File: config.mk
export PLATFORM = sky130hd
export DESIGN_NAME = fetchStage
export DESIGN_NICKNAME = d
export VERILOG_FILES = /design/src/logic/corePkg.sv /design/src/logic/fetchStage.sv
export VERILOG_INCLUDE_DIRS = /design/src /design/src/logic
export SDC_FILE = /design/constraint.sdc
export NUM_CORES = 2
export LEC_CHECK = 0
export BUFFER_PORTS_ARGS = -buffer_cell sky130_fd_sc_hd__buf_2
export CAP_MARGIN = 20
export CORE_ASPECT_RATIO = 0.7
export CORE_MARGIN = 3
export CORE_UTILIZATION = 30
export CTS_BUF_LIST = sky130_fd_sc_hd__clkbuf_2
export CTS_CLUSTER_SIZE = 40
export DETAILED_ROUTE_END_ITERATION = 12
export SYNTH_ARGS = -nofsm -noshare
export SYNTH_HDL_FRONTEND = slang
export SYNTH_SLANG_ARGS = --single-unit
File: constraint.sdc
create_clock -name clk -period 8.86 [get_ports clk]
set_clock_uncertainty 0.1 [all_clocks]
set_input_delay 2.215 -clock clk [delete_from_list [all_inputs] [get_ports clk]]
set_output_delay 2.215 -clock clk [all_outputs]
set_load 0.01 [all_outputs]
File: src/logic/coreDefs.svh
// Core sizing macros: datapath width, register count and memory depths
`ifndef CORE_DEFS_SVH
`define CORE_DEFS_SVH

// Data path and instruction word
`define WORD_WIDTH 16

// General purpose registers R0..R7
`define REG_COUNT 8

// Instruction fields
`define OPCODE_WIDTH 5      // Bits 15..11
`define REG_IDX_WIDTH 3     // Rs, Rt and Rd fields

// Memory sizes in 16-bit words
`define IMEM_DEPTH 256
`define DMEM_DEPTH 256

// Link register for jal and jalr
`define LINK_REG 7

`endif

File: src/logic/corePkg.sv
// Core types: data word, register index, opcodes and datapath selectors
package corePkg;
    `include "coreDefs.svh"

    typedef logic [`WORD_WIDTH-1:0] wordT;       // Data and instruction word
    typedef logic [`REG_IDX_WIDTH-1:0] regIdxT;  // R0..R7

    typedef enum logic [`OPCODE_WIDTH-1:0] {
        opHalt   = 5'b00000,
        opNop    = 5'b00001,
        opJ      = 5'b00100,
        opJr     = 5'b00101,
        opJal    = 5'b00110,
        opJalr   = 5'b00111,
        opAddi   = 5'b01000,
        opSubi   = 5'b01001,
        opXori   = 5'b01010,
        opAndni  = 5'b01011,
        opBeqz   = 5'b01100,
        opBnez   = 5'b01101,
        opBltz   = 5'b01110,
        opSt     = 5'b10000,
        opLd     = 5'b10001,
        opStu    = 5'b10011,
        opRArith = 5'b11011   // Function in bits 1..0
    } opcodeT;

    typedef enum logic [2:0] {aluAdd, aluSub, aluXor, aluAndn, aluPassB} aluOpT;
    typedef enum logic [1:0] {wsRdR, wsRdI1, wsRs, wsLink} writeSelT;
    typedef enum logic [1:0] {imm5, imm8, disp11} immSelT;
    typedef enum logic [1:0] {pcSeq, pcBranch, pcJumpDisp, pcJumpReg} pcSelT;
endpackage

File: src/logic/fetchStage.sv
// Fetch stage: PC register with halt hold, loadable instruction memory and PC + 2
`timescale 1ns/100ps
`include "coreDefs.svh"
module fetchStage import corePkg::*; (
    input  logic clk,
    input  logic rstN,
    input  logic haltReq,       // Halt or illegal opcode at pc
    input  wordT nextPc,
    input  logic imemLoadEn,
    input  wordT imemLoadAddr,  // Word index, not byte address
    input  wordT imemLoadData,
    output wordT pc,
    output wordT instr,
    output wordT pcPlus2,
    output logic halted
);
    localparam int imemAddrW = $clog2(`IMEM_DEPTH);

    wordT imem [`IMEM_DEPTH];  // Program store

    always_ff @(posedge clk) begin
        if (imemLoadEn && !rstN) begin  // Loading only while the core is held
            imem[imemLoadAddr[imemAddrW-1:0]] <= imemLoadData;
        end
    end

    always_ff @(posedge clk or negedge rstN) begin
        if (!rstN) begin
            pc     <= '0;
            halted <= 1'b0;
        end else if (haltReq) begin
            halted <= 1'b1;    // Sticky until reset, pc frozen
        end else begin
            pc <= nextPc;
        end
    end

    assign instr   = imem[pc[imemAddrW:1]];  // Byte PC, word memory
    assign pcPlus2 = pc + wordT'(2);
endmodule

==> impl_metrics.py <==
metrics = {
    "job": {
        "maxCapViolations": 0,
    },
    "final_layout": {
        "syn_to_final_growth_pct": 12.07,
        "final_cell_mix": "4,096 x edfxtp_1, 1,278 x clkbuf_2, 755 x mux4_2",
        "utilization_pct": 33.83,
        "final_common_cell": "edfxtp_1",
        "multi_input_area_um2": 33510,
        "finalNonFillerCells": 16390,
        "nets": 8699,
        "seqCellArea_um2": 123400,
        "drive_gt1_share_pct": 31.11,
        "fillers": 49830,
    },
    "cts": {
        "cts-buffers-inserted": 867,
        "cts_root_buf": "clkbuf_2",
        "clock-sinks": 4113,
        "ctsLongestPathBuffers": 4,
        "htreeDepth": 6,
        "tritoncts": "done",
        "clk_pin_slew_ps": 110,
        "insertion_delay_ps": 2000,
    },
    "synth": {
        "synthXorXnorAreaFrac_pct": 0.07137,
        "synth_fa_ha_area_share_pct": 0.007843,
        "yosys.area.top_type": "edfxtp_1",
        "syn_area_per_cell_um2": 20.90,
        "yosysSeqAreaShare_pct": 77.36,
        "synth_top_area_share_pct": 77.10,
        "synth_ff_type": "edfxtp_1",
        "synthesis.area_um2": 159500,
        "synth_mux_area_share_pct": 14.69,
        "synthArstFlopShare_pct": 0.4133,
        "synth_area_leaders": "edfxtp_1 77%, mux4_2 11%, mux2i_1 3.4%, nor2_1 1.2%, a22oi_1 0.85%",
        "ys_warn_count": 0,
        "synth_top_family_by_area": "multiplexers",
        "synth_compound_area_share_pct": 3.680,
        "synth.distinct_cells": 58,
        "synth-edff-count": 4096,
        "synth_nets": 7687,
        "synth_seq_cells": 4113,
        "yosys.area_share.simple_pct": 2.276,
        "synthCells": 7634,
    },
    "global_routing": {
        "grt_max_degree": 173,
        "grt_pass1_vias": 83610,
        "grt_remaining_overflow": 0,
        "grt_antenna_before_repair": 50,
        "track_usage_pct": 16.45,
        "grt_pass1_wl_um": 643000,
    },
    "status": {
        "run_status": "finished with violations",
        "violations": "antenna violations",
    },
    "worst_setup_path": {
        "critical_path_class": "reg2out",
        "critical_path.top_delay_family": "compound AO/OA/AOI/OAI gates",
        "cp_slowest_cell": "dfrtp_4",
        "worstPathCellList": "buf_12, and2_4, buf_4, buf_4, a221o_1, o21ai_0, a211oi_1, a221oi_1, buf_4, a31o_1, buf_2",
        "cp.required_ps": 6550,
        "worstSetupEndpointType": "output port",
        "arrival_ps": 6470,
        "worstPathBufferInverterCount": 5,
        "critPathMaxStageDelay_ps": 710,
        "crit_top_cell": "buf_4",
        "cp_max_fo": 35,
        "start_kind": "flop",
    },
    "timing": {
        "slew_violations": 0,
        "final_hold_viol_count": 0,
        "setup_violations": 0,
        "fmax_mhz": 113.8,
        "fin_crit_sh_pct": 99.20,
        "relSlewSlack_pct": 4.339,
        "worstMarginPinSlew_ps": 1435,
        "holdWs_ps": 331.5,
        "fin_crit_ps": 8789,
        "rsz0062_at_grt": "no",
    },
    "floorplan": {
        "start_util_pct": 30.19,
        "dieArea_um2": 540700,
        "core_region_area_um2": 528500,
        "io_pins": 101,
        "rows": 223,
        "die-width_um": 877.6,
        "die_h_um": 616.1,
    },
    "placement": {
        "dp_cells": 14830,
        "port-buffer-count": 92,
        "place.gp.congestion": 0.8679,
        "dp_hpwl_um": 278600,
    },
    "power": {
        "irDropWorstVdd_mv": 0.1206,
        "power_mw": 36.86,
        "p_leak_nw": 57.20,
        "power.density_nw_per_um2": 206.2,
    },
    "detailed_routing": {
        "drt-initial-drc-count": 12450,
        "drtAntennaViolNets": 1,
        "drc_errors": 0,
        "first_pass_iters": 6,
        "avgRoutedWirePerCell_um": 28.16,
        "vias": 85240,
        "avgViaCountPerCell": 5.202,
        "routed_wl_um": 461500,
    },
    "worst_hold_path": {
        "hp-class": "in2reg",
    },
}
cells by family (layout without fill, tap and decap cells):
| family | count (synthesis) | in the layout |
|---|---|---|
| AOI/OAI and AO/OA | 810 | 810 |
| xor gates and xnor gates | 13 | 13 |
| adders and majority gates | 1 | 1 |
| buffers and inverters | 480 | 2113 |
| DFF | 4113 | 4113 |
| muxes | 1374 | 1374 |
| other | 0 | 31 |
| and+or+nand+nor | 843 | 844 |
stage by stage:
step | area (um2) | worst slack, ps | TNS [ps]
floorplan | 159500 | 4114 | 0
global placement | 170400 | 1340 | 0
detailed placement | 170400 | 1477 | 0
CTS | 178600 | -90.98 | -114.1
global route | 178700 | 8.212 | 0
finish | 178800 | 71.23 | 0
worst reg2reg max path: cells and delay by family (launching register included):
kind	cells	cell delay (ps)
flops	1	770
buf+inv	1	520
mux	1	410
worst paths after layout:
check | cells past startpoint | slack (ps) | from | endpoint
setup / recovery | 11 | 70 | pc[3] | instr[5]
hold / removal | 2 | 330 | nextPc[2] | pc[2]
setup reg to reg | 2 | 7000 | pc[4] | pc[4]
hold reg to reg | 1 | 380 | halted | halted
max in group asynchronous | 2 | 7650 | rstN | pc[1]
min in group asynchronous | 2 | 550 | rstN | pc[15]
Yosys cell counts, drive strengths merged (14+ instances only):
cell,instances
nand3,84
edfxtp,4096
a22oi,180
o21ai,73
mux4,764
o22ai,108
nand2b,22
a211oi,14
nand4,14
a311oi,41
clkbuf,190
nor2,506
nor2b,22
nand2,113
a221oi,100
or3,50
mux2,71
dfrtp,17
buf,283
o211ai,47
a21oi,109
o31ai,32
mux2i,539
a221o,42
final cells by class:
| cell class | instances | share of cell area, % |
|---|---|---|
| well taps | 7087 | 4.960 |
| repair buffers | 616 | 2.937 |
| inverters | 6 | 0.01959 |
| diodes | 31 | 0.04339 |
| flip-flops and latches | 4113 | 69.05 |
| clock buffers | 1278 | 3.577 |
| multi-input cells | 3042 | 18.74 |
| clock inverters | 213 | 0.6725 |
metal layers:
layer	vias up	track usage (%)	wire, um
met1	44810	23.95	190900
met4	24	4.386	11490
met3	697	5.402	60130
met2	5323	23.60	198700
li1	34380	-	-
met5	-	0	167
registers in the layout, summed over array words and instances, names as in the netlist:
signal and count:
imem 4096, pc 16, halted 1
report_power, final:
| part | leakage (nW) | internal (mW) | switching (mW) | total, mW |
|---|---|---|---|---|
| Combinational | 14.3 | 1.33 | 2.59 | 3.92 |
| Clock | 5.88 | 4.13 | 7.37 | 11.5 |
| Sequential | 37.0 | 21.4 | 0.0458 | 21.4 |
| Total | 57.2 | 26.9 | 10.0 | 36.9 |
what timing repair did:
action	in CTS	in global routing
endpoints found under the hold margin	20	0
gates resized for setup	30	7
endpoints found under the setup margin	16	7
hold buffers	4	0
cloned	1	0
buffers inserted	28	0
pin swaps	2	1
Power figures use the tool's default switching activity.
