`src/logic/coreDefs.svh`:
```
// Core sizing macros: datapath width, register count and memory depths
`ifndef CORE_DEFS_SVH
`define CORE_DEFS_SVH

// Data path and instruction word
`define WORD_WIDTH 16

// General purpose registers R0..R7
`define REG_COUNT 8

// Instruction fields
`define OPCODE_WIDTH 5      // Bits 15..11
`define REG_IDX_WIDTH 3     // Rs, Rt and Rd fields

// Memory sizes in 16-bit words
`define IMEM_DEPTH 256
`define DMEM_DEPTH 256

// Link register for jal and jalr
`define LINK_REG 7

`endif

```
`src/logic/corePkg.sv`:
```
// Core types: data word, register index, opcodes and datapath selectors
package corePkg;
    `include "coreDefs.svh"

    typedef logic [`WORD_WIDTH-1:0] wordT;       // Data and instruction word
    typedef logic [`REG_IDX_WIDTH-1:0] regIdxT;  // R0..R7

    typedef enum logic [`OPCODE_WIDTH-1:0] {
        opHalt   = 5'b00000,
        opNop    = 5'b00001,
        opJ      = 5'b00100,
        opJr     = 5'b00101,
        opJal    = 5'b00110,
        opJalr   = 5'b00111,
        opAddi   = 5'b01000,
        opSubi   = 5'b01001,
        opXori   = 5'b01010,
        opAndni  = 5'b01011,
        opBeqz   = 5'b01100,
        opBnez   = 5'b01101,
        opBltz   = 5'b01110,
        opSt     = 5'b10000,
        opLd     = 5'b10001,
        opStu    = 5'b10011,
        opRArith = 5'b11011   // Function in bits 1..0
    } opcodeT;

    typedef enum logic [2:0] {aluAdd, aluSub, aluXor, aluAndn, aluPassB} aluOpT;
    typedef enum logic [1:0] {wsRdR, wsRdI1, wsRs, wsLink} writeSelT;
    typedef enum logic [1:0] {imm5, imm8, disp11} immSelT;
    typedef enum logic [1:0] {pcSeq, pcBranch, pcJumpDisp, pcJumpReg} pcSelT;
endpackage

```
`src/logic/regFile.sv`:
```
// Register file: eight words, two combinational reads and one clocked write
`timescale 1ns/100ps
`include "coreDefs.svh"
module regFile import corePkg::*; (
    input  logic   clk,
    input  logic   rstN,
    input  logic   writeEn,
    input  regIdxT read1Sel,
    input  regIdxT read2Sel,
    input  regIdxT writeSel,
    input  wordT   writeData,
    output wordT   read1Data,
    output wordT   read2Data
);
    wordT regs [`REG_COUNT];

    always_ff @(posedge clk or negedge rstN) begin
        if (!rstN) begin
            for (int i = 0; i < `REG_COUNT; i++) begin
                regs[i] <= '0;  // All registers start at zero
            end
        end else if (writeEn) begin
            regs[writeSel] <= writeData;
        end
    end

    // Reads see the value from before this edge
    assign read1Data = regs[read1Sel];
    assign read2Data = regs[read2Sel];
endmodule

```
`src/logic/decodeStage.sv`:
```
// Decode stage with write register and link selection, immediate extension and register file
`timescale 1ns/100ps
`include "coreDefs.svh"
module decodeStage import corePkg::*; (
    input  logic     clk,
    input  logic     rstN,
    input  wordT     instr,
    input  wordT     pcPlus2,
    input  wordT     wbData,    // ALU result or load data
    input  writeSelT writeSel,
    input  immSelT   immSel,
    input  logic     zeroExt,
    input  logic     regWrite,
    output wordT     rsData,
    output wordT     rtData,    // Rt in R-format and Rd in I-format-1 stores
    output wordT     immVal,
    output regIdxT   writeReg,
    output wordT     writeData
);
    localparam int w = `WORD_WIDTH;

    regIdxT rsIdx;
    regIdxT rtIdx;

    assign rsIdx = instr[10:8];
    assign rtIdx = instr[7:5];

    always_comb begin
        case (writeSel)
            wsRdR:   writeReg = instr[4:2];
            wsRdI1:  writeReg = rtIdx;
            wsRs:    writeReg = rsIdx;            // stu base update
            default: writeReg = regIdxT'(`LINK_REG);
        endcase
    end

    assign writeData = (writeSel == wsLink) ? pcPlus2 : wbData;  // Return address

    always_comb begin
        case (immSel)
            imm5: begin
                if (zeroExt) immVal = {{(w-5){1'b0}}, instr[4:0]};
                else         immVal = {{(w-5){instr[4]}}, instr[4:0]};
            end
            imm8:    immVal = {{(w-8){instr[7]}}, instr[7:0]};  // Branch offset
            default: immVal = {{(w-11){instr[10]}}, instr[10:0]};  // Jump displacement
        endcase
    end

    regFile regFile0 (
        .clk       (clk),
        .rstN      (rstN),
        .writeEn   (regWrite),
        .read1Sel  (rsIdx),
        .read2Sel  (rtIdx),
        .writeSel  (writeReg),
        .writeData (writeData),
        .read1Data (rsData),
        .read2Data (rtData)
    );
endmodule

```
`config.mk`:
```
export PLATFORM = sky130hd
export DESIGN_NAME = decodeStage
export DESIGN_NICKNAME = d
export VERILOG_FILES = /design/src/logic/corePkg.sv /design/src/logic/regFile.sv /design/src/logic/decodeStage.sv
export VERILOG_INCLUDE_DIRS = /design/src /design/src/logic
export SDC_FILE = /design/constraint.sdc
export NUM_CORES = 1
export LEC_CHECK = 0
export BUFFER_PORTS_ARGS = -buffer_cell sky130_fd_sc_hd__buf_2
export CELL_PAD_IN_SITES_DETAIL_PLACEMENT = 0
export CELL_PAD_IN_SITES_GLOBAL_PLACEMENT = 2
export CORE_MARGIN = 2
export CORE_UTILIZATION = 35
export CTS_BUF_LIST = sky130_fd_sc_hd__clkbuf_4 sky130_fd_sc_hd__clkbuf_8
export DETAILED_ROUTE_END_ITERATION = 6
export PLACE_DENSITY = 0.8
export SYNTH_ARGS = -nofsm -noshare
export SYNTH_HDL_FRONTEND = slang
export SYNTH_HIERARCHICAL = 1
export SYNTH_SLANG_ARGS = --single-unit
```
`constraint.sdc`:
```
create_clock -name clk -period 1.7 [get_ports clk]
set_input_delay 0.17 -clock clk [delete_from_list [all_inputs] [get_ports clk]]
set_output_delay 0.17 -clock clk [all_outputs]
set_load 0.01 [all_outputs]
```
==> impl_metrics.py <==
metrics = {
    "status": {
        "outcome": "complete, but fails checks",
        "violations": "setup timing",
    },
    "critical_path": {
        "arrival_ps": 1760,
        "worstSetupPathType": "reg2out",
        "crit_path_cell_trace": "mux4_2 > mux2_4 > buf_6",
        "cp-end-kind": "output pin",
        "slowest_delay_ps": 510,
        "cp-start-kind": "flip-flop",
        "critical_path_cell_count": 3,
        "worst-path-buf-inv": 1,
        "r2r_cells": 3,
        "cp_max_fo": 3,
        "slowest_stage": "mux4_2",
        "required_ps": 1530,
        "path_delay_family": "multiplexers",
    },
    "logic_synthesis": {
        "synth_area_leaders": "dfrtp_1, mux2_2, mux4_1",
        "syn_area_sq_um": 7470,
        "yosysSeqAreaShare": 0.429,
        "yosys_warnings": 6,
        "synth_edf_count": 0,
        "avgSynthCellArea_sq_um": 16.9,
        "synth_seq_cells": 128,
        "syn_nets": 499,
        "ys_types": 25,
        "synth_top_area_cell": "dfrtp_1",
        "synthArstFlopShare": 1.00,
        "yosysMostFrequentCell": "mux2_2",
        "synthCells": 443,
        "synth_top_area_frac": 0.429,
        "synth_flop_cell": "dfrtp_1",
        "synthTopCellsByCount": "mux2_2, dfrtp_1, mux4_1, buf_4, buf_6",
    },
    "layout": {
        "largest_reg_flops": 128,
        "top_register": "regFile0/regs",
        "fillers": 1912,
        "reg_top3": "regFile0/regs: 128 flops",
        "antenna_cells": 0,
        "nets": 652,
        "drive_gt1_frac": 0.753,
        "syn_to_final_growth_pct": 27.6,
    },
    "routing": {
        "dr.first_iter.drc_count": 249,
        "avgViaCountPerCell": 5.37,
        "wl_per_cell_um": 22.0,
        "wl_um": 19400,
        "first_pass_iters": 4,
        "dr_total_vias": 4740,
        "final_antenna_net_count": 0,
        "drc": 0,
    },
    "job": {
        "max_cap_violations": 0,
    },
    "floorplan": {
        "die_h_um": 150,
        "rows": 53,
        "core_area_sq_um": 21000,
        "die_w_um": 150,
        "die_area_sq_um": 22500,
        "initial_core_util": 0.356,
        "pin_count": 123,
    },
    "sta": {
        "relSlewSlack": 0.621,
        "period_share": 1.14,
        "hold_ws_ps": 182,
        "hold_violations": 0,
        "fin_ws_ps": -234,
        "grt_setup_unrepaired": "true",
        "fmax_mhz": 517,
        "fin_crit_ps": 1930,
        "setup_tns_ps": -6260,
        "finalSetupViolCount": 32,
        "worstMarginPinSlew_ps": 569,
        "clock_skew_ps": 0,
        "drv_slew": 0,
    },
    "grt": {
        "grt.overflow.total": 0,
        "grt.total_usage": 0.180,
        "grt_pass1_vias": 5086,
        "antenna_found_initial": 0,
        "grt_max_degree": 55,
        "grt_first_pass_wirelength_um": 30100,
    },
    "clock_network": {
        "cts_buffers": 17,
        "cts.clk_slew.worst_paths_ps": 70,
        "htreeDepth": 4,
        "cts_root_buffer": "clkbuf_8",
        "clock_path_buffers": 2,
        "cts_tree": "done",
        "clk-insertion-delay-late_ps": 430,
        "cts_sinks": 128,
    },
    "power_and_ir_drop": {
        "peakVddDrop_v": 0.000592,
        "p_per_area_nw_per_um2": 1290,
        "p_leak_nw": 4.30,
    },
    "placement": {
        "dpl.hpwl_um": 12600,
        "port_buffers": 113,
        "place_congestion": 0.743,
    },
    "worst_hold_path": {
        "worstHoldPathType": "in2reg",
        "hold_depth": 3,
    },
}
==> cell usage in the layout (no fill, tap or decap), drive strengths merged, types with 4 or more instances in the layout <==
| cell | netlist | final |
|---|---|---|
| mux4 | 64 | 64 |
| buf | 39 | 177 |
| clkbuf | 5 | 26 |
| dfrtp | 128 | 128 |
| nand2 | 4 | 4 |
| mux2 | 179 | 179 |
| a21oi | 4 | 4 |
==> per-layer routing <==
layer	GRT usage	wire, um
met5	0	0
met4	0.0401	204
met3	0.0412	1160
met2	0.290	9260
met1	0.250	8810
==> worst register-to-register path: cells and delay by family (launching register included) <==
family	cells	cell delay (ps)
buffers and inverters	2	260
multiplexers	1	260
flip-flops	1	400
==> final cells by class <==
type                       instances  area [sq um]  area share
clock buffer                      26           339      0.0356
clock inverter                     5          75.1     0.00788
multi-input combinational        271          4110       0.431
sequential                       128          3200       0.336
tap                              275           344      0.0361
timing repair buffer             178          1460       0.153
==> worst paths after layout <==
| path | startpoint | endpoint | slack, ps |
|---|---|---|---|
| worst max-delay path | regFile0/regs[39] | rtData[7] | -230 |
| worst min register to register | regFile0/regs[16] | regFile0/regs[16] | 530 |
| max in group asynchronous | rstN | regFile0/regs[63] | 820 |
| worst min-delay path | pcPlus2[12] | regFile0/regs[92] | 180 |
| min in group asynchronous | rstN | regFile0/regs[23] | 230 |
| worst max register to register | regFile0/regs[84] | regFile0/regs[84] | 670 |
==> kinds of logic after synthesis <==
group | Yosys count | share of synthesized area
AO/OA/AOI/OAI | 10 | 0.00821
multiplexers | 243 | 0.496
buffers and inverters | 44 | 0.0424
AND/OR/NAND/NOR | 18 | 0.0241
flip-flops | 128 | 0.429
==> per-stage QoR <==
step | std cells | instance area, sq um | power [mW] | setup WS (ps) | utilization
floorplan | 443 | 7760 | 7.43 | -241 | -
global placement | 827 | 8820 | 8.43 | -332 | 0.421
detailed placement | 827 | 8820 | 8.66 | -390 | 0.421
CTS | 877 | 9490 | 12.3 | -250 | 0.453
global route | 883 | 9530 | 13.0 | -302 | 0.455
finish | 883 | 9530 | 12.3 | -234 | 0.455
==> where the power goes <==
part / leakage [nW] / switching [mW] / internal, mW
Clock: 0.219 / 1.16 / 1.57
Sequential: 1.55 / 0.792 / 4.07
Combinational: 2.54 / 1.48 / 3.23
Total: 4.30 / 3.43 / 8.88
==> timing repair <==
item / CTS / global route
setup buffers: 18 / 6
resized for setup: 111 / 3
hold endpoints to repair: 30 / 0
endpoints found under the setup margin: 32 / 32
hold buffers: 1 / 0
Power figures use the tool's default switching activity.
