**config.mk**
```make
export PLATFORM = sky130hd
export DESIGN_NAME = controlDecoder
export DESIGN_NICKNAME = d
export VERILOG_FILES = /design/src/logic/corePkg.sv /design/src/logic/controlDecoder.sv
export VERILOG_INCLUDE_DIRS = /design/src /design/src/logic
export SDC_FILE = /design/constraint.sdc
export NUM_CORES = 1
export LEC_CHECK = 0
export BUFFER_PORTS_ARGS = -buffer_cell sky130_fd_sc_hd__buf_2
export CORE_AREA = 2 2 39 41
export DETAILED_ROUTE_END_ITERATION = 6
export DIE_AREA = 0 0 41 43
export MAX_ROUTING_LAYER = met4
export PLACE_DENSITY = 0.55
export SYNTH_ARGS = -nofsm -noshare
export SYNTH_HDL_FRONTEND = slang
export SYNTH_SLANG_ARGS = --single-unit
```
**constraint.sdc**
```tcl
create_clock -name vclk -period 1.49
set_input_delay 0.149 -clock vclk [all_inputs]
set_output_delay 0.149 -clock vclk [all_outputs]
set_load 0.01 [all_outputs]
```
**src/logic/coreDefs.svh**
```systemverilog
// Core sizing macros: datapath width, register count and memory depths
`ifndef CORE_DEFS_SVH
`define CORE_DEFS_SVH

// Data path and instruction word
`define WORD_WIDTH 16

// General purpose registers R0..R7
`define REG_COUNT 8

// Instruction fields
`define OPCODE_WIDTH 5      // Bits 15..11
`define REG_IDX_WIDTH 3     // Rs, Rt and Rd fields

// Memory sizes in 16-bit words
`define IMEM_DEPTH 256
`define DMEM_DEPTH 256

// Link register for jal and jalr
`define LINK_REG 7

`endif

```
**src/logic/corePkg.sv**
```systemverilog
// Core types: data word, register index, opcodes and datapath selectors
package corePkg;
    `include "coreDefs.svh"

    typedef logic [`WORD_WIDTH-1:0] wordT;       // Data and instruction word
    typedef logic [`REG_IDX_WIDTH-1:0] regIdxT;  // R0..R7

    typedef enum logic [`OPCODE_WIDTH-1:0] {
        opHalt   = 5'b00000,
        opNop    = 5'b00001,
        opJ      = 5'b00100,
        opJr     = 5'b00101,
        opJal    = 5'b00110,
        opJalr   = 5'b00111,
        opAddi   = 5'b01000,
        opSubi   = 5'b01001,
        opXori   = 5'b01010,
        opAndni  = 5'b01011,
        opBeqz   = 5'b01100,
        opBnez   = 5'b01101,
        opBltz   = 5'b01110,
        opSt     = 5'b10000,
        opLd     = 5'b10001,
        opStu    = 5'b10011,
        opRArith = 5'b11011   // Function in bits 1..0
    } opcodeT;

    typedef enum logic [2:0] {aluAdd, aluSub, aluXor, aluAndn, aluPassB} aluOpT;
    typedef enum logic [1:0] {wsRdR, wsRdI1, wsRs, wsLink} writeSelT;
    typedef enum logic [1:0] {imm5, imm8, disp11} immSelT;
    typedef enum logic [1:0] {pcSeq, pcBranch, pcJumpDisp, pcJumpReg} pcSelT;
endpackage

```
**src/logic/controlDecoder.sv**
```systemverilog
// Control decoder: opcode and R-format function to datapath controls
`timescale 1ns/100ps
module controlDecoder import corePkg::*; (
    input  wordT     instr,
    output writeSelT writeSel,
    output immSelT   immSel,
    output logic     zeroExt,
    output logic     aluSrc,
    output logic     regWrite,
    output logic     memWrite,
    output logic     memRead,
    output logic     halt,
    output logic     illegal,
    output aluOpT    aluOp,
    output pcSelT    pcSel
);
    opcodeT opcode;
    logic [1:0] funct;

    assign opcode = opcodeT'(instr[15:11]);
    assign funct  = instr[1:0];  // R-format extension

    always_comb begin
        // Quiet defaults, nothing written and pc sequential
        writeSel = wsRdI1;
        immSel   = imm5;
        zeroExt  = 1'b0;
        aluSrc   = 1'b0;
        aluOp    = aluPassB;
        regWrite = 1'b0;
        memWrite = 1'b0;
        memRead  = 1'b0;
        pcSel    = pcSeq;
        halt     = 1'b0;
        illegal  = 1'b0;
        case (opcode)
            opHalt: halt = 1'b1;
            opNop: ;
            opJ: begin
                immSel = disp11;
                pcSel  = pcJumpDisp;
            end
            opJal: begin
                immSel   = disp11;
                pcSel    = pcJumpDisp;
                writeSel = wsLink;  // R7 gets pc + 2
                regWrite = 1'b1;
            end
            opJr: begin
                immSel = imm8;
                pcSel  = pcJumpReg;
            end
            opJalr: begin
                immSel   = imm8;
                pcSel    = pcJumpReg;
                writeSel = wsLink;
                regWrite = 1'b1;
            end
            opAddi, opSubi, opXori, opAndni: begin
                aluSrc   = 1'b1;
                regWrite = 1'b1;
                zeroExt  = (opcode == opXori) || (opcode == opAndni);  // Logical ops
                case (opcode)
                    opAddi:  aluOp = aluAdd;
                    opSubi:  aluOp = aluSub;  // imm - Rs
                    opXori:  aluOp = aluXor;
                    default: aluOp = aluAndn;
                endcase
            end
            opBeqz, opBnez, opBltz: begin
                immSel = imm8;
                pcSel  = pcBranch;  // Condition resolved in execute
            end
            opSt: begin
                aluSrc   = 1'b1;
                aluOp    = aluAdd;  // Rs + imm address
                memWrite = 1'b1;
            end
            opLd: begin
                aluSrc   = 1'b1;
                aluOp    = aluAdd;
                memRead  = 1'b1;
                regWrite = 1'b1;
            end
            opStu: begin
                aluSrc   = 1'b1;
                aluOp    = aluAdd;
                memWrite = 1'b1;
                regWrite = 1'b1;
                writeSel = wsRs;    // Base register updated
            end
            opRArith: begin
                writeSel = wsRdR;
                regWrite = 1'b1;
                case (funct)
                    2'b00:   aluOp = aluAdd;
                    2'b01:   aluOp = aluSub;  // Rt - Rs
                    2'b10:   aluOp = aluXor;
                    default: aluOp = aluAndn;
                endcase
            end
            default: illegal = 1'b1;  // Unknown opcode, stops the core
        endcase
    end
endmodule

```
==> Implementation_results.wiki, run 1 <==
{| class="wikitable"
! Metric !! Value
|-
| Port Buffers || 23
|-
| LEAKAGE || 0.1979 nW
|-
| Post-route non-filler standard cell count || 79
|-
| Final Slew Violations || 0
|-
| Number of stages on the worst setup path || 5
|-
| 1st-pass router iterations || 2
|-
| # IOs || 32
|-
| Critical path cell sequence || buf_2, nand2b_1, a21boi_1, o22ai_2, buf_2
|-
| Core Box Area || 1384 um^2
|-
| Sequential fraction of the synthesis area || 0
|-
| Post-Syn Instances || 45
|-
| Placed standard-cell area || 410.4 um^2
|-
| Drt drc || 0
|-
| Synthesis-to-finish area growth || 32.79%
|-
| Nets@finish || 81
|-
| Worst rel slew slack || 0.8084
|-
| CP required || 1.34 ns
|-
| Highest attainable clock frequency || 0.8284 GHz
|-
| Area fraction of the dominant cell type after synthesis || 0.1457
|-
| Synth warnings || 0
|-
| Std cell rows || 14
|-
| Synthesized cell area || 309.0 um^2
|-
| Number of global-route vias before repair || 274
|-
| Number of placed cells counting well taps || 79
|-
| Die height || 43 um
|-
| GP Congestion || 0.7586
|-
| Die X-Extent || 41 um
|-
| Final critical-path setup slack || 0.2829 ns
|-
| Number of hold buffers added after CTS || 0
|-
| Worst endpoint data arrival time || 1.06 ns
|-
| Maximum vdd drop || 0.06951 mV
|-
| Footprint of the flip-flops and latches || 0 um^2
|-
| Total routing usage reported by global routing || 0.09007
|-
| Library cells used by synthesis || 26
|-
| Largest fanout on the critical path || 15
|-
| Outcome || completed
|-
| Cell type with the highest aggregate area in the netlist || sky130_fd_sc_hd__nor4b_2
|-
| Most numerous cell types in the synthesized netlist || sky130_fd_sc_hd__a21oi_1 (5), sky130_fd_sc_hd__o21ai_1 (5)
|-
| Pwr/cell area || 264.6 nW/um^2
|-
| Share of the clock period used by the worst path after layout || 0.8101
|-
| Worst slack, placed || 0.2990 ns
|-
| Setup crit end kind || output port
|-
| Buffers inserted by post-CTS timing repair || 0
|-
| Post-route setup TNS || 0 ns
|-
| Average detailed-routed wire length per instance || 10.29 um
|-
| Worst-margin pin slew || 0.2875 ns
|-
| Cell with the biggest individual delay on the critical path || sky130_fd_sc_hd__buf_2
|-
| Critical path startpoint category || input port
|-
| Tightest hold margin || 0.6152 ns
|-
| Final Instance Area || 410.4 um^2
|-
| Pin count of the biggest net entering global routing || 16
|-
| Number of sequential cells in the layout || 0
|-
| # diodes || 0
|-
| Final core utilization || 0.2966
|-
| Max-cap viol count || 0
|-
| Layout clock buffer count || 0
|-
| Initial detailed-routing violation count || 2
|-
| Sum of internal, switching and leakage power || 0.1086 mW
|-
| Antenna viol nets, final || 0
|-
| HPWL after detailed placement || 609 um
|-
| Buf+Inv Stages, Crit Path || 2
|-
| Worst setup path endpoint || regWrite
|-
| Total grt overflow || 0
|-
| Antenna violations before repair || 0
|-
| DR vias/cell || 4.595
|-
| Dominant cell type by count on the critical path || sky130_fd_sc_hd__buf_2
|-
| Net count after synthesis || 61
|-
| Largest stage delay on the critical path || 0.26 ns
|-
| Share of cells above drive strength 1 || 0.5238
|-
| Global-route wire length before repair || 1193 um
|-
| Initial core utilization || 0.2233
|-
| Top cells by area in the synthesized netlist || sky130_fd_sc_hd__nor4b_2 (15%), sky130_fd_sc_hd__a21oi_1 (8.1%), sky130_fd_sc_hd__o21ai_1 (8.1%), sky130_fd_sc_hd__buf_2 (4.9%), sky130_fd_sc_hd__nor3_1 (4.9%)
|-
| Crit Path Class || in2out
|-
| Clock period minus worst slack || 1.207 ns
|-
| Class of the tightest hold or removal check || in2out
|-
| Number of resized instances in the post-cts repair step || 0
|-
| Mean area per synthesized cell || 6.868 um^2
|-
| Hold Violations, Final || 0
|-
| DIE AREA || 1763 um^2
|-
| Final setup violating endpoints || 0
|-
| RSZ-0062 raised after global routing || false
|-
| Dominant delay contributor by cell family on the critical path || buffers and inverters
|-
| Critical path startpoint || instr[15]
|-
| Via count of the routed design || 363
|-
| Aggregate routed wire length || 813 um
|}
==> layer usage <==
metal  GRT usage  vias up  share of wire
met1      0.1487      151           0.52
met3           0        0          0.065
met5           -        -              0
li1            -      197              -
met2      0.1281       15           0.42
met4           0        0              0
==> layout make-up <==
cell class                      count  area [um^2]
Inverter                            1        3.754
Multi-Input combinational cell     39        271.5
Fill cell                         159        973.4
Timing Repair Buffer               23        115.1
Tap cell                           16        20.02
==> power breakdown <==
| group | internal [mW] | switching [mW] |
|---|---|---|
| registers | 0 | 0 |
| logic | 0.0464 | 0.0622 |
| clock network | 0 | 0 |
| total | 0.0464 | 0.0622 |
==> worst min-delay path by stage <==
stage / cells past startpoint / slack (ns) / from / end
floorplan: 1 / 0.34 / instr[15] / pcSel[1]
global placement: 4 / 0.61 / instr[1] / aluOp[1]
detailed placement: 4 / 0.62 / instr[1] / aluOp[1]
CTS: 4 / 0.62 / instr[1] / aluOp[1]
global route: 4 / 0.64 / instr[0] / aluOp[0]
finish: 4 / 0.62 / instr[1] / aluOp[1]
==> cell families after synthesis <==
group | Yosys count | synth area share
AO/OA/AOI/OAI | 13 | 0.2510
buffers and inverters | 6 | 0.1214
multiplexers | 1 | 0.03239
AND/OR/NAND/NOR | 25 | 0.5952
==> placed cells by master, fill, tap and decap left out, types with 2 or more instances in the layout <==
master / n
sky130_fd_sc_hd__buf_2: 23
sky130_fd_sc_hd__o21ai_1: 5
sky130_fd_sc_hd__a21oi_1: 5
sky130_fd_sc_hd__nor2_1: 3
sky130_fd_sc_hd__nand2_1: 3
sky130_fd_sc_hd__nor4b_2: 3
sky130_fd_sc_hd__nor3_1: 3
sky130_fd_sc_hd__nor2b_1: 2
(Power assumes the default switching activity.)
==> inputs of run 2 (changes only) <==
- PLACE_DENSITY: 0.55 -> 0.57
- clock period: 1.49 -> 1 ns (I/O delays scaled with it)
==> Implementation_results.wiki, run 2 (same netlist as run 1, synthesis figures left out) <==
{| class="wikitable"
! Metric !! Value
|-
| Critical path startpoint category || input port
|-
| Commonest non-fill, non-tap cell in the layout || sky130_fd_sc_hd__buf_2
|-
| Number of sequential cells in the layout || 0
|-
| Highest attainable clock frequency || 1.035 GHz
|-
| # fillers || 151
|-
| Footprint of the flip-flops and latches || 0 um^2
|-
| Number of placed cells counting well taps || 87
|-
| Worst endpoint data arrival time || 0.87 ns
|-
| Synthesis-to-finish area growth || 62.75%
|-
| Placed standard-cell area || 470.5 um^2
|-
| Post-route setup TNS || 0 ns
|-
| Number of hold buffers added after CTS || 0
|-
| # IOs || 32
|-
| Hold Startpoint || instr[0]
|-
| Die X-Extent || 41 um
|-
| Nets@finish || 89
|-
| Final Instance Area || 503.0 um^2
|-
| Worst-margin pin slew || 0.1824 ns
|-
| Layout clock buffer count || 0
|-
| 1st-pass router iterations || 4
|-
| Average detailed-routed wire length per instance || 10.14 um
|-
| RSZ-0062 raised after global routing || true
|-
| Initial core utilization || 0.2233
|-
| Antenna viol nets, final || 0
|-
| Global-route wire length before repair || 1248 um
|-
| GP Congestion || 0.7707
|-
| Hold Violations, Final || 0
|-
| Switching portion of total power || 0.5146
|-
| Maximum vdd drop || 0.1458 mV
|-
| Switching pwr || 0.1031 mW
|-
| HPWL after detailed placement || 714.8 um
|-
| Drt drc || 0
|-
| Via count of the routed design || 405
|-
| Max-cap viol count || 0
|-
| Antenna violations before repair || 0
|-
| Aggregate routed wire length || 882 um
|-
| Worst rel slew slack || 0.8779
|-
| Internal power contribution || 0.09722 mW
|-
| Logic pwr share || 1.000
|-
| Initial detailed-routing violation count || 3
|-
| DR vias/cell || 4.655
|-
| Share of the clock period used by the worst path after layout || 0.9659
|-
| Largest fanout on the critical path || 7
|-
| Number of global-route vias before repair || 296
|-
| Crit Path Class || in2out
|-
| Core Box Area || 1384 um^2
|-
| DIE AREA || 1763 um^2
|-
| Sequential Power Share || 0
|-
| # diodes || 0
|-
| Share of cells above drive strength 1 || 0.6620
|-
| Clock share of power || 0
|-
| Final setup violating endpoints || 0
|-
| Pin count of the biggest net entering global routing || 11
|-
| Final core utilization || 0.3635
|-
| Std cell rows || 14
|-
| Total routing usage reported by global routing || 0.09314
|-
| Port Buffers || 23
|-
| Buffers inserted by post-CTS timing repair || 0
|-
| Post-route non-filler standard cell count || 87
|-
| Pwr/cell area || 398.3 nW/um^2
|-
| Class of the tightest hold or removal check || in2out
|-
| Outcome || completed
|-
| Total grt overflow || 0
|-
| CP required || 0.90 ns
|-
| Setup crit end kind || output port
|-
| Die height || 43 um
|-
| LEAKAGE || 0.2409 nW
|-
| Critical path startpoint || instr[15]
|-
| Clock period minus worst slack || 0.9659 ns
|-
| Final Slew Violations || 0
|-
| Top library cells by usage in the layout, fill and taps aside || sky130_fd_sc_hd__buf_2 (21), sky130_fd_sc_hd__buf_4 (8), sky130_fd_sc_hd__o21ai_1 (5), sky130_fd_sc_hd__a21oi_1 (5), sky130_fd_sc_hd__nor3_2 (4)
|}
-- run 2: cell count changes in the layout (fill, tap and decap cells not counted), sizes merged --
cell    delta
buf        +7
clkbuf     +1
-- run 2: worst paths after layout --
kind / to / slack (ns) / cells after the start
setup / recovery: regWrite / 0.03 / 5
hold / removal: aluOp[0] / 0.51 / 4
-- run 2: what timing repair did --
item,4_1_cts,5_1_grt
gates resized for setup,1,8
hold endpoints to repair,0,0
pin swaps,0,2
setup endpoints to repair,2,4
-- run 2: critical path: stages --
cell and delay [ns]:
sky130_fd_sc_hd__buf_2 0.15, sky130_fd_sc_hd__nand2b_1 0.18, sky130_fd_sc_hd__a21boi_2 0.17, sky130_fd_sc_hd__o22ai_2 0.12
sky130_fd_sc_hd__buf_2 0.14
-- run 2: final cells by class --
| type | instances | area (um^2) | area share |
|---|---|---|---|
| Inverter | 1 | 3.754 | 0.007463 |
| Multi-Input combinational cell | 39 | 295.3 | 0.5871 |
| Tap cell | 16 | 20.02 | 0.03980 |
| Timing Repair Buffer | 31 | 183.9 | 0.3657 |
-- run 2: metal layers --
layer / global-route usage / vias to the layer above / part of all wire
li1: - / 214 / -
met1: 0.1361 / 177 / 0.49
met2: 0.1500 / 14 / 0.45
met3: 0 / 0 / 0.060
met4: 0 / 0 / 0
met5: - / - / 0
-- run 2: stage by stage --
stage                     hold WS, ns  power [mW]  worst slack, ns
after floorplan                0.2400      0.1189           0.1259
after global placement         0.5166      0.1858         -0.02056
after detailed placement       0.5161      0.1877         -0.02950
after CTS                      0.5165      0.1896         0.009428
after global routing           0.5293      0.2168       -0.0007950
final                          0.5129      0.2003          0.03408
-- run 2: power by group through the flow --
stage | logic [mW] | registers (mW) | clock network [mW]
5_1_grt | 0.217 | 0 | 0
3_3_place_gp | 0.186 | 0 | 0
4_1_cts | 0.190 | 0 | 0
6_report | 0.200 | 0 | 0
2_1_floorplan | 0.119 | 0 | 0
3_5_place_dp | 0.188 | 0 | 0
