**src/logic/coreDefs.svh**
```systemverilog
// Core sizing macros: datapath width, register count and memory depths
`ifndef CORE_DEFS_SVH
`define CORE_DEFS_SVH

// Data path and instruction word
`define WORD_WIDTH 16

// General purpose registers R0..R7
`define REG_COUNT 8

// Instruction fields
`define OPCODE_WIDTH 5      // Bits 15..11
`define REG_IDX_WIDTH 3     // Rs, Rt and Rd fields

// Memory sizes in 16-bit words
`define IMEM_DEPTH 256
`define DMEM_DEPTH 256

// Link register for jal and jalr
`define LINK_REG 7

`endif

```
**src/logic/corePkg.sv**
```systemverilog
// Core types: data word, register index, opcodes and datapath selectors
package corePkg;
    `include "coreDefs.svh"

    typedef logic [`WORD_WIDTH-1:0] wordT;       // Data and instruction word
    typedef logic [`REG_IDX_WIDTH-1:0] regIdxT;  // R0..R7

    typedef enum logic [`OPCODE_WIDTH-1:0] {
        opHalt   = 5'b00000,
        opNop    = 5'b00001,
        opJ      = 5'b00100,
        opJr     = 5'b00101,
        opJal    = 5'b00110,
        opJalr   = 5'b00111,
        opAddi   = 5'b01000,
        opSubi   = 5'b01001,
        opXori   = 5'b01010,
        opAndni  = 5'b01011,
        opBeqz   = 5'b01100,
        opBnez   = 5'b01101,
        opBltz   = 5'b01110,
        opSt     = 5'b10000,
        opLd     = 5'b10001,
        opStu    = 5'b10011,
        opRArith = 5'b11011   // Function in bits 1..0
    } opcodeT;

    typedef enum logic [2:0] {aluAdd, aluSub, aluXor, aluAndn, aluPassB} aluOpT;
    typedef enum logic [1:0] {wsRdR, wsRdI1, wsRs, wsLink} writeSelT;
    typedef enum logic [1:0] {imm5, imm8, disp11} immSelT;
    typedef enum logic [1:0] {pcSeq, pcBranch, pcJumpDisp, pcJumpReg} pcSelT;
endpackage

```
**src/logic/executeStage.sv**
```systemverilog
// Execute stage: ALU, branch condition and next-PC selection
`timescale 1ns/100ps
module executeStage import corePkg::*; (
    input  wordT   rsData,
    input  wordT   rtData,
    input  wordT   immVal,
    input  wordT   pcPlus2,
    input  aluOpT  aluOp,
    input  logic   aluSrc,      // 1 selects the immediate
    input  pcSelT  pcSel,
    input  opcodeT branchKind,  // Which branch condition
    output wordT   aluResult,
    output wordT   nextPc
);
    wordT opB;
    logic taken;
    wordT pcRel;

    assign opB = aluSrc ? immVal : rtData;

    always_comb begin
        case (aluOp)
            aluAdd:  aluResult = rsData + opB;
            aluSub:  aluResult = opB - rsData;   // Second operand minus Rs
            aluXor:  aluResult = rsData ^ opB;
            aluAndn: aluResult = rsData & ~opB;
            default: aluResult = opB;
        endcase
    end

    always_comb begin
        case (branchKind)
            opBeqz:  taken = (rsData == '0);
            opBnez:  taken = (rsData != '0);
            opBltz:  taken = rsData[$bits(wordT)-1];  // Sign bit
            default: taken = 1'b0;
        endcase
    end

    assign pcRel = pcPlus2 + immVal;  // Shared by branches and j/jal

    always_comb begin
        case (pcSel)
            pcBranch:   nextPc = taken ? pcRel : pcPlus2;
            pcJumpDisp: nextPc = pcRel;
            pcJumpReg:  nextPc = rsData + immVal;
            default:    nextPc = pcPlus2;
        endcase
    end
endmodule

```
**config.mk**
```make
export PLATFORM = sky130hd
export DESIGN_NAME = executeStage
export DESIGN_NICKNAME = d
export VERILOG_FILES = /design/src/logic/corePkg.sv /design/src/logic/executeStage.sv
export VERILOG_INCLUDE_DIRS = /design/src /design/src/logic
export SDC_FILE = /design/constraint.sdc
export NUM_CORES = 1
export LEC_CHECK = 0
export BUFFER_PORTS_ARGS = -buffer_cell sky130_fd_sc_hd__buf_2
export CAP_MARGIN = 20
export CORE_UTILIZATION = 30
export DETAILED_ROUTE_END_ITERATION = 10
export GPL_TIMING_DRIVEN = 0
export PLACE_DENSITY = 0.53
export SLEW_MARGIN = 10
export SYNTH_ARGS = -nofsm -noshare
export SYNTH_HDL_FRONTEND = slang
export SYNTH_SLANG_ARGS = --single-unit
```
**constraint.sdc**
```tcl
create_clock -name vclk -period 4.6
set_input_delay 0.23 -clock vclk [all_inputs]
set_output_delay 0.23 -clock vclk [all_outputs]
set_load 0.1 [all_outputs]
```
==> results of run 1 <==
==> through the flow <==
step	util	total power, mW
after floorplan	-	0.782
after global placement	0.374	0.968
after detailed placement	0.374	0.981
after CTS	0.376	0.987
after global routing	0.376	1.07
final	0.376	0.988
==> logic make-up (layout without fill, tap and decap cells) <==
| kind of cell | Yosys count | after routing | synth area share |
|---|---|---|---|
| AO/OA/AOI/OAI | 188 | 188 | 0.339 |
| buffers and inverters | 61 | 166 | 0.0612 |
| AND/OR/NAND/NOR | 123 | 123 | 0.155 |
| multiplexers | 35 | 35 | 0.0974 |
| adder cells (fa/ha/maj) | 65 | 65 | 0.224 |
| XOR/XNOR | 53 | 53 | 0.124 |
==> cells in the final DEF (no fill, tap or decap), drive strengths merged, types with 3 or more instances in the layout <==
cell type | synthesis | routed
buf | 0 | 105
ha | 62 | 62
a21oi | 52 | 52
nor2 | 43 | 43
inv | 40 | 40
xnor2 | 37 | 37
nand2 | 32 | 32
mux2i | 24 | 24
o21ai | 23 | 23
clkbuf | 21 | 21
xor2 | 16 | 16
a21o | 15 | 15
a211oi | 15 | 15
o31ai | 12 | 12
o21a | 11 | 11
mux2 | 11 | 11
o22ai | 10 | 10
nor3 | 9 | 9
a221o | 8 | 8
o211ai | 6 | 6
o21bai | 6 | 6
nand2b | 6 | 6
nand4 | 5 | 5
nand3 | 5 | 5
and2 | 4 | 4
nor4 | 4 | 4
a2111oi | 4 | 4
a221oi | 4 | 4
and3 | 3 | 3
and4 | 3 | 3
a31oi | 3 | 3
fa | 3 | 3
a21boi | 3 | 3
==> cell type report <==
type                       instances  area share
buffer                            21      0.0188
inverter                          40      0.0331
multi-input combinational        464       0.785
tap                              168      0.0464
timing repair buffer             105       0.116
==> layer usage <==
| metal | up-vias | global-route usage |
|---|---|---|
| li1 | 2184 | - |
| met2 | 101 | 0.307 |
| met5 | - | 0 |
| met1 | 2004 | 0.288 |
| met3 | 2 | 0.00319 |
| met4 | 0 | 0.00351 |
==> worst max path at each step <==
stage | to | slack [ps] | startpoint
floorplan | aluResult[14] | -350 | aluSrc
global placement | aluResult[14] | -420 | aluSrc
detailed placement | aluResult[14] | -440 | aluSrc
CTS | aluResult[15] | 30 | aluOp[0]
global route | aluResult[15] | -7 | aluOp[1]
finish | aluResult[15] | 200 | aluOp[1]
==> power by group through the flow <==
stage / clock network [mW] / logic (mW) / registers, mW
finish: 0 / 0.988 / 0
global route: 0 / 1.07 / 0
CTS: 0 / 0.987 / 0
detailed placement: 0 / 0.981 / 0
global placement: 0 / 0.968 / 0
floorplan: 0 / 0.782 / 0
==> repair_timing <==
item,4_1_cts,5_1_grt
gates resized for setup,5,6
gates cloned,0,0
endpoints found under the setup margin,5,3
==> critical path, stage by stage <==
cell and delay [ps]:
buf_2 160, nor2_2 330, and2_1 240, clkbuf_2 270, nor2_1 80, xnor2_1 210, ha_1 320, o21a_1 200
o31a_1 130, o41a_1 380, a221o_1 400, a221o_1 350, a21oi_2 150, xnor2_1 130, a221o_1 160, buf_2 420
==> Yosys cell counts, types with 5 or more instances <==
master | n | area [um^2]
o211ai_1 | 6 | 45.0
a211oi_1 | 15 | 113
nand2b_1 | 6 | 37.5
clkbuf_1 | 21 | 78.8
nand3_1 | 5 | 25.0
a21oi_1 | 51 | 255
o22ai_1 | 10 | 62.6
inv_1 | 40 | 150
mux2i_1 | 24 | 240
xnor2_1 | 37 | 324
nor3_1 | 9 | 45.0
o21ai_1 | 13 | 65.1
o21bai_1 | 6 | 45.0
ha_1 | 62 | 776
mux2_2 | 9 | 101
o21ai_0 | 10 | 50.1
xor2_1 | 16 | 140
a221o_1 | 8 | 80.1
nor2_1 | 43 | 161
o31ai_1 | 12 | 90.1
nand4_1 | 5 | 31.3
a21o_1 | 14 | 105
o21a_1 | 11 | 82.6
nand2_1 | 32 | 120
==> summary.md, run 1 <==
| Metric | Value |
|---|---|
| Status | `finished clean` |
| Crit share post-route | `0.958` |
| Drt first-iter violations | `284` |
| Min cycle time layout | `4400 ps` |
| Seq_cells | `0` |
| Hold Path Depth | `3` |
| Hold Path Origin | `pcPlus2[2]` |
| RePlAce Congestion | `0.840` |
| FMAX | `0.227 GHz` |
| Number of I/O port buffers | `105` |
| Initial antenna violation count | `0` |
| DR top layer | `met4` |
| Via count | `4291` |
| Max Cap Viol | `0` |
| Synth warn | `0` |
| Inst Count DP | `798` |
| Startpoint types | `input pin` |
| Worst Setup Slack, final | `195 ps` |
| Syn-to-layout area delta | `21.3%` |
| Fin area | `0.00453 mm^2` |
| Combinational cell fraction of total power | `1.000` |
| Post-DRT Antenna Nets | `0` |
| Post-synth cell types | `58` |
| # clk buffers | `0` |
| Normalized max-slew margin | `0.452` |
| DR DRC count | `0` |
| Antenna cell count | `0` |
| Post-synthesis cell area | `0.00374 mm^2` |
| Die area | `0.0129 mm^2` |
| Initial DRT Pass Iterations | `5` |
| Fill cells | `1304` |
| Internal | `0.305 mW` |
| CTS Hold Bufs | `0` |
| Worst-Margin Slew | `820 ps` |
| Register area share after synthesis | `0` |
| # IOs | `107` |
| Row count | `40` |
| GRT Util Overall | `0.187` |
| Total routed wirelength | `12.4 mm` |
| Syn Area/Cell | `7.12 um^2` |
| Crit path kind | `input pin to output pin` |
| Met2 WL post-DR | `5.32 mm` |
| First-pass GRT wire length | `19.8 mm` |
| Number of max-slew violations in the final report | `0` |
| Setup violation total in the final timing report | `0` |
| Vias per cell | `5.38` |
| WHS | `1020 ps` |
| Required time of the critical path | `4370 ps` |
| VDD IR max | `178 uV` |
| CORE AREA | `0.0121 mm^2` |
| Crit end category | `output pin` |
| Gate count after technology mapping | `525` |
| Die Wd | `114 um` |
| Layout cells sized above 1 | `0.210` |
| P per Cell Area | `218 mW/mm^2` |
| FF+latch area | `0 um^2` |
| Leakage | `2.15 nW` |
| Met3 Wirelength | `374 um` |
| Switch share | `0.691` |
| Cell Count, Final, Fillers Out | `798` |
| Final hold vios | `0` |
| Multi-input gate area | `0.00356 mm^2` |
| Post-Place Worst Slack | `-435 ps` |
| Sequential power share | `0` |
| Post-CTS setup buffers | `0` |
| WHS Endpoint | `nextPc[2]` |
| Metal-1 WL | `6.71 mm` |
| Die Height | `114 um` |
| Post-DP HPWL | `10.8 mm` |
| Largest net degree at the start of global routing | `11` |
| Clk pwr share | `0` |
| Post-DP Area | `0.00451 mm^2` |
| Arrival @ worst endpoint | `4170 ps` |
| Fin nets | `772` |
| Crit Path Max Fanout | `10` |
| Worst hold path type | `input pin to output pin` |
| Setup TNS | `0 ps` |
| Gr ovfl total | `0` |
| Synthesized Nets | `665` |
| Net Sw Power | `0.683 mW` |
| Starting Density | `0.310` |
| Vias in the first global route | `4057` |
| WL per Instance | `15.6 um` |
Power figures use the tool's default switching activity.
==> run 2, diff against run 1 <==
- clock period: 4.6 -> 4.99 ns (I/O delays scaled with it)
==> run 2 against run 1 <==
Against the previous run: sequential share of layout area is the same; routed wire length shrank 1.2%; cell count grew 0.13%; hold slack gained 25 ps; count of clock-buffer cells in the layout is the same; flip-flop and latch count is the same; critical path depth shrank 2; core utilization shrank 0.25 points; non-clock buffer count is the same; global-route usage shrank 0.18 points; total power shrank 8.6%; design area shrank 0.66%.
==> summary.md, run 2 (synthesized netlist as in run 1, its figures left out) <==
| Metric | Value |
|---|---|
| Commonest non-fill, non-tap cell in the layout | `buf_2 (unchanged)` |
| DR top layer | `met4 (unchanged)` |
| Total routed wirelength | `12.3 mm (was 12.4 mm)` |
| Fin nets | `772 (unchanged)` |
| DR DRC count | `0 (unchanged)` |
| Drt first-iter violations | `230 (was 284)` |
| Setup violation total in the final timing report | `0 (unchanged)` |
| First-pass GRT wire length | `19.7 mm (was 19.8 mm)` |
| Vias in the first global route | `4033 (was 4057)` |
| Number of max-slew violations in the final report | `0 (unchanged)` |
| Unrepaired setup endpoints after global routing | `false` |
| CORE AREA | `0.0121 mm^2 (unchanged)` |
| Internal | `0.278 mW (was 0.305 mW)` |
| Inst Count DP | `798 (unchanged)` |
| CTS Hold Bufs | `0 (unchanged)` |
| Min cycle time layout | `4770 ps` |
| Post-Place Worst Slack | `-81.7 ps (was -435 ps)` |
| Initial antenna violation count | `1 (was 0)` |
| VDD IR max | `151 uV (was 178 uV)` |
| Post-DRT Antenna Nets | `0 (unchanged)` |
| Die area | `0.0129 mm^2 (unchanged)` |
| Cell Count, Final, Fillers Out | `799 (was 798)` |
| Number of I/O port buffers | `105 (unchanged)` |
| Critical path depth | `14 (was 16)` |
| Arrival @ worst endpoint | `4520 ps (was 4170 ps)` |
| WL per Instance | `15.4 um (was 15.6 um)` |
| Worst Setup Slack, final | `218 ps (was 195 ps)` |
| Setup TNS | `0 ps (unchanged)` |
| Starting Density | `0.310 (unchanged)` |
| Combinational cell fraction of total power | `1.000 (about the same)` |
| Post-CTS setup buffers | `0 (unchanged)` |
| Max stage delay cell, worst path | `buf_1 (was buf_2)` |
| Met2 WL post-DR | `5.40 mm (was 5.32 mm)` |
| Status | `finished clean (unchanged)` |
| Met3 Wirelength | `598 um (was 374 um)` |
| Via count | `4276 (was 4291)` |
| Leakage | `2.14 nW (was 2.15 nW)` |
| Metal-1 WL | `6.26 mm (was 6.71 mm)` |
| Cell mode on critical path | `a221o_1 (unchanged)` |
| Seq_cells | `0 (unchanged)` |
| Worst-Margin Slew | `875 ps (was 820 ps)` |
| Worst Path Buf+Inv | `3 (unchanged)` |
| Critical-path cell list | `clkbuf_1 -> buf_1 -> nand2_1 -> mux2i_1 -> ha_1 -> nor2b_1 -> o31a_1 -> o41a_1 -> a221o_1 -> a221o_1 -> a21oi_2 -> xnor2_1 -> a221o_1 -> buf_2 (was buf_2 -> nor2_2 -> and2_1 -> clkbuf_2 -> nor2_1 -> xnor2_1 -> ha_1 -> o21a_1 -> o31a_1 -> o41a_1 -> a221o_1 -> a221o_1 -> a21oi_2 -> xnor2_1 -> a221o_1 -> buf_2)` |
| Post-DP HPWL | `10.7 mm (was 10.8 mm)` |
| Crit end category | `output pin (unchanged)` |
| FF+latch area | `0 um^2 (unchanged)` |
| Row count | `40 (unchanged)` |
| CP top delay family | `compound AO/OA/AOI/OAI gates (unchanged)` |
| # IOs | `107 (unchanged)` |
| Most frequent cells in the layout | `buf_2 (105), ha_1 (62), a21oi_1 (51) (was buf_2 (104), ha_1 (62), a21oi_1 (47))` |
| Sequential power share | `0 (about the same)` |
| Initial DRT Pass Iterations | `4 (was 5)` |
| Net Sw Power | `0.625 mW (was 0.683 mW)` |
| Normalized max-slew margin | `0.415 (was 0.452)` |
| Switch share | `0.692 (was 0.691)` |
| Vias per cell | `5.35 (was 5.38)` |
| P per Cell Area | `201 mW/mm^2 (was 218 mW/mm^2)` |
| Gr ovfl total | `0 (unchanged)` |
| Die Height | `114 um (unchanged)` |
| Layout cells sized above 1 | `0.195 (was 0.210)` |
| Crit Path Max Fanout | `10 (unchanged)` |
| FMAX | `0.210 GHz` |
| Die Wd | `114 um (unchanged)` |
| GRT Util Overall | `0.186 (was 0.187)` |
| Largest net degree at the start of global routing | `11 (unchanged)` |
| Crit share post-route | `0.956` |
| RePlAce Congestion | `0.828 (was 0.840)` |
| Required time of the critical path | `4740 ps (was 4370 ps)` |
| Worst hold path type | `input pin to output pin (unchanged)` |
| Startpoint types | `input pin (unchanged)` |
| Clk pwr share | `0 (about the same)` |
| Largest stage delay on the critical path | `500 ps (was 420 ps)` |
| Hold Path Depth | `4 (was 3)` |
| Crit path kind | `input pin to output pin (unchanged)` |
| Max Cap Viol | `0 (unchanged)` |
| Final hold vios | `0 (unchanged)` |
| Syn-to-layout area delta | `20.4% (was 21.3%)` |
| # clk buffers | `0 (unchanged)` |
## run 2: cell count changes in the layout (fill, tap and decap cells not counted), moves of 3 or more
cell / change
a21oi_1: +4
clkbuf_2: -4
a21oi_2: -4
clkbuf_1: +3
## run 2: per-stage QoR
stage | hold WS [ps] | total power, mW | area [um^2] | utilization
finish | 1050 | 0.903 | 4500 | 0.373
global route | 1080 | 0.975 | 4500 | 0.373
CTS | 1060 | 0.901 | 4490 | 0.373
detailed placement | 1060 | 0.897 | 4490 | 0.372
global placement | 1060 | 0.888 | 4490 | 0.372
floorplan | 922 | 0.717 | 3760 | -
## run 2: routing by layer
metal | track usage | vias up
met3 | 0.00478 | 2
met5 | 0 | -
li1 | - | 2174
met4 | 0.0132 | 0
met1 | 0.283 | 1981
met2 | 0.300 | 119
## run 2: worst paths after layout
| kind | start | endpoint | slack [ps] |
|---|---|---|---|
| setup / recovery | aluOp[0] | aluResult[15] | 220 |
| hold / removal | pcPlus2[7] | nextPc[7] | 1050 |
## run 2: power groups by stage
stage	sequential [mW]	clock, mW	combinational [mW]
2_1_floorplan	0	0	0.717
3_3_place_gp	0	0	0.888
3_5_place_dp	0	0	0.897
4_1_cts	0	0	0.901
5_1_grt	0	0.0000000268	0.975
6_report	0	0.0000000269	0.903
## run 2: area by class of cell
type / count / area, um^2
inverter: 40 / 150
antenna: 1 / 2.50
multi-input combinational: 464 / 3530
fill: 1356 / 7560
tap: 168 / 210
timing repair buffer: 105 / 526
buffer: 21 / 80.1
## run 2: what timing repair did
item,CTS,global route
pin swaps,0,0
gates resized for setup,1,2
setup endpoints to repair,1,2
gates cloned,0,0
==> run 3, diff against run 2 <==
- BUFFER_PORTS_ARGS: -buffer_cell sky130_fd_sc_hd__buf_2 -> unset
- DONT_BUFFER_PORTS: unset -> 1
- PLACE_DENSITY: 0.53 -> 0.46
- clock period: 4.99 -> 4.6 ns (I/O delays scaled with it)
==> run 3 against run 2 <==
Against the previous run: design area is 1.2% lower; via count is 5.9% lower; sequential share of layout area stayed put; non-clock buffer count is 90 lower; core utilization is 0.46 points lower; critical path type unchanged; critical endpoint is now aluResult[14]; largest cell class unchanged.
==> summary.md, run 3 (synthesized netlist as in run 1, its figures left out) <==
| Metric | Value |
|---|---|
| Min cycle time layout | `4390 ps` |
| CTS Hold Bufs | `0 (unchanged)` |
| Arrival @ worst endpoint | `4160 ps (was 4520 ps)` |
| Number of max-slew violations in the final report | `0 (unchanged)` |
| Drt first-iter violations | `177 (was 230)` |
| Post-DP Area | `0.00440 mm^2 (was 0.00449 mm^2)` |
| # clk buffers | `0 (unchanged)` |
| Die area | `0.0129 mm^2 (unchanged)` |
| FMAX | `0.228 GHz` |
| Crit share post-route | `0.953` |
| Fin nets | `682 (was 772)` |
| Initial antenna violation count | `0 (was 1)` |
| Fin util | `0.369 (was 0.373)` |
| Via count | `4023 (was 4276)` |
| Leakage | `1.91 nW (was 2.14 nW)` |
| Antenna cell count | `0 (was 1)` |
| Setup violation total in the final timing report | `0 (unchanged)` |
| WL per Instance | `18.6 um (was 15.4 um)` |
| Largest net degree at the start of global routing | `11 (unchanged)` |
| Crit Path Max Fanout | `10 (unchanged)` |
| Worst Setup Slack, final | `215 ps (was 218 ps)` |
| Worst-Margin Slew | `1190 ps (was 875 ps)` |
| Startpoint types | `input pin (unchanged)` |
| Worst hold path type | `input pin to output pin (unchanged)` |
| Gr ovfl total | `0 (unchanged)` |
| Required time of the critical path | `4370 ps (was 4740 ps)` |
| RePlAce Congestion | `0.858 (was 0.828)` |
| Vias in the first global route | `3876 (was 4033)` |
| CORE AREA | `0.0121 mm^2 (unchanged)` |
| Design Power | `1.02 mW (was 0.903 mW)` |
| First-pass GRT wire length | `20.5 mm (was 19.7 mm)` |
| Post-Place Worst Slack | `-857 ps (was -81.7 ps)` |
| FF+latch area | `0 um^2 (unchanged)` |
| Inst Count DP | `707 (was 798)` |
| P per Cell Area | `229 mW/mm^2 (was 201 mW/mm^2)` |
| Vias per cell | `5.68 (was 5.35)` |
| Fin area | `0.00445 mm^2 (was 0.00450 mm^2)` |
| Die Height | `114 um (unchanged)` |
| Cell Count, Final, Fillers Out | `708 (was 799)` |
| WHS Endpoint | `nextPc[6] (was nextPc[7])` |
| Crit end category | `output pin (unchanged)` |
| Total routed wirelength | `13.2 mm (was 12.3 mm)` |
| Critical-path cell list | `clkbuf_2 -> clkbuf_8 -> mux2i_2 -> ha_1 -> inv_1 -> fa_1 -> a21oi_2 -> o211ai_1 -> o41ai_2 -> o21ai_1 -> a221o_1 -> a21oi_1 -> xor2_1 -> a221oi_4 (was clkbuf_1 -> buf_1 -> nand2_1 -> mux2i_1 -> ha_1 -> nor2b_1 -> o31a_1 -> o41a_1 -> a221o_1 -> a221o_1 -> a21oi_2 -> xnor2_1 -> a221o_1 -> buf_2)` |
| Post-DRT Antenna Nets | `0 (unchanged)` |
| Normalized max-slew margin | `0.210 (was 0.415)` |
| Crit path kind | `input pin to output pin (unchanged)` |
| VDD IR max | `127 uV (was 151 uV)` |
| GRT Util Overall | `0.199 (was 0.186)` |
| Final hold vios | `0 (unchanged)` |
| Syn-to-layout area delta | `19.0% (was 20.4%)` |
| # IOs | `107 (unchanged)` |
| Largest stage delay on the critical path | `900 ps (was 500 ps)` |
| DR DRC count | `0 (unchanged)` |
| Hold Path Origin | `pcPlus2[6] (was pcPlus2[7])` |
| Unrepaired setup endpoints after global routing | `false (unchanged)` |
| Post-DP HPWL | `11.2 mm (was 10.7 mm)` |
| Commonest non-fill, non-tap cell in the layout | `ha_1 (was buf_2)` |
| Most frequent cells in the layout | `ha_1 (62), nor2_1 (42), inv_1 (40) (was buf_2 (105), ha_1 (62), a21oi_1 (51))` |
| Starting Density | `0.310 (unchanged)` |
| Max stage delay cell, worst path | `a221oi_4 (was buf_1)` |
| Max Cap Viol | `0 (unchanged)` |
| Row count | `40 (unchanged)` |
| Die Wd | `114 um (unchanged)` |
| Initial DRT Pass Iterations | `4 (unchanged)` |
| Seq_cells | `0 (unchanged)` |
| Hold Path Depth | `2 (was 4)` |
| Number of I/O port buffers | `0 (was 105)` |
| Layout cells sized above 1 | `0.120 (was 0.195)` |
| Status | `finished clean (unchanged)` |
[run 3: per-layer routing]
metal  GRT usage  up-vias  wire length (um)
li1            -     1993                 -
met1       0.275     1892              6180
met2       0.325      128              5880
met3      0.0420       10              1010
met4      0.0219        0               108
met5           0        -                 0
[run 3: how the worst max path moves through the flow]
| stage | startpoint | to | slack [ps] | depth (start not counted) |
|---|---|---|---|---|
| final | aluSrc | aluResult[14] | 210 | 14 |
| after global routing | aluSrc | aluResult[14] | 20 | 14 |
| after CTS | aluOp[2] | aluResult[14] | 20 | 14 |
| after detailed placement | aluSrc | aluResult[14] | -860 | 14 |
| after global placement | aluSrc | aluResult[14] | -1220 | 13 |
| after floorplan | aluSrc | aluResult[14] | -350 | 14 |
[run 3: power breakdown]
part           switching [mW]  internal (mW)  total (mW)
Clock                       0              0           0
Sequential                  0              0           0
Combinational           0.673          0.346        1.02
[run 3: final cells by class]
type               instances  area, um^2
repair buffers            15         318
plain buffers             21        96.3
fillers                 1291        7610
multi-input cells        464        3670
well taps                168         210
inverters                 40         150
[run 3: critical path, delay by kind of cell]
family / cells / cell delay (ps)
compound gates: 7 / 2260
xor+xnor: 1 / 120
fa+ha+maj: 2 / 650
buf+inv: 3 / 580
mux: 1 / 310
[run 3: repair_timing]
action / 4_1_cts / 5_1_grt
setup buffers: 1 / 0
setup endpoints to repair: 6 / 2
pin swaps: 2 / 3
resized for setup: 11 / 5
[run 3: through the flow]
stage          setup TNS [ps]  hold WS (ps)
2_1_floorplan            -348           883
3_3_place_gp            -5170           943
3_5_place_dp            -2800           858
4_1_cts                     0           861
5_1_grt                     0           878
6_report                    0           862
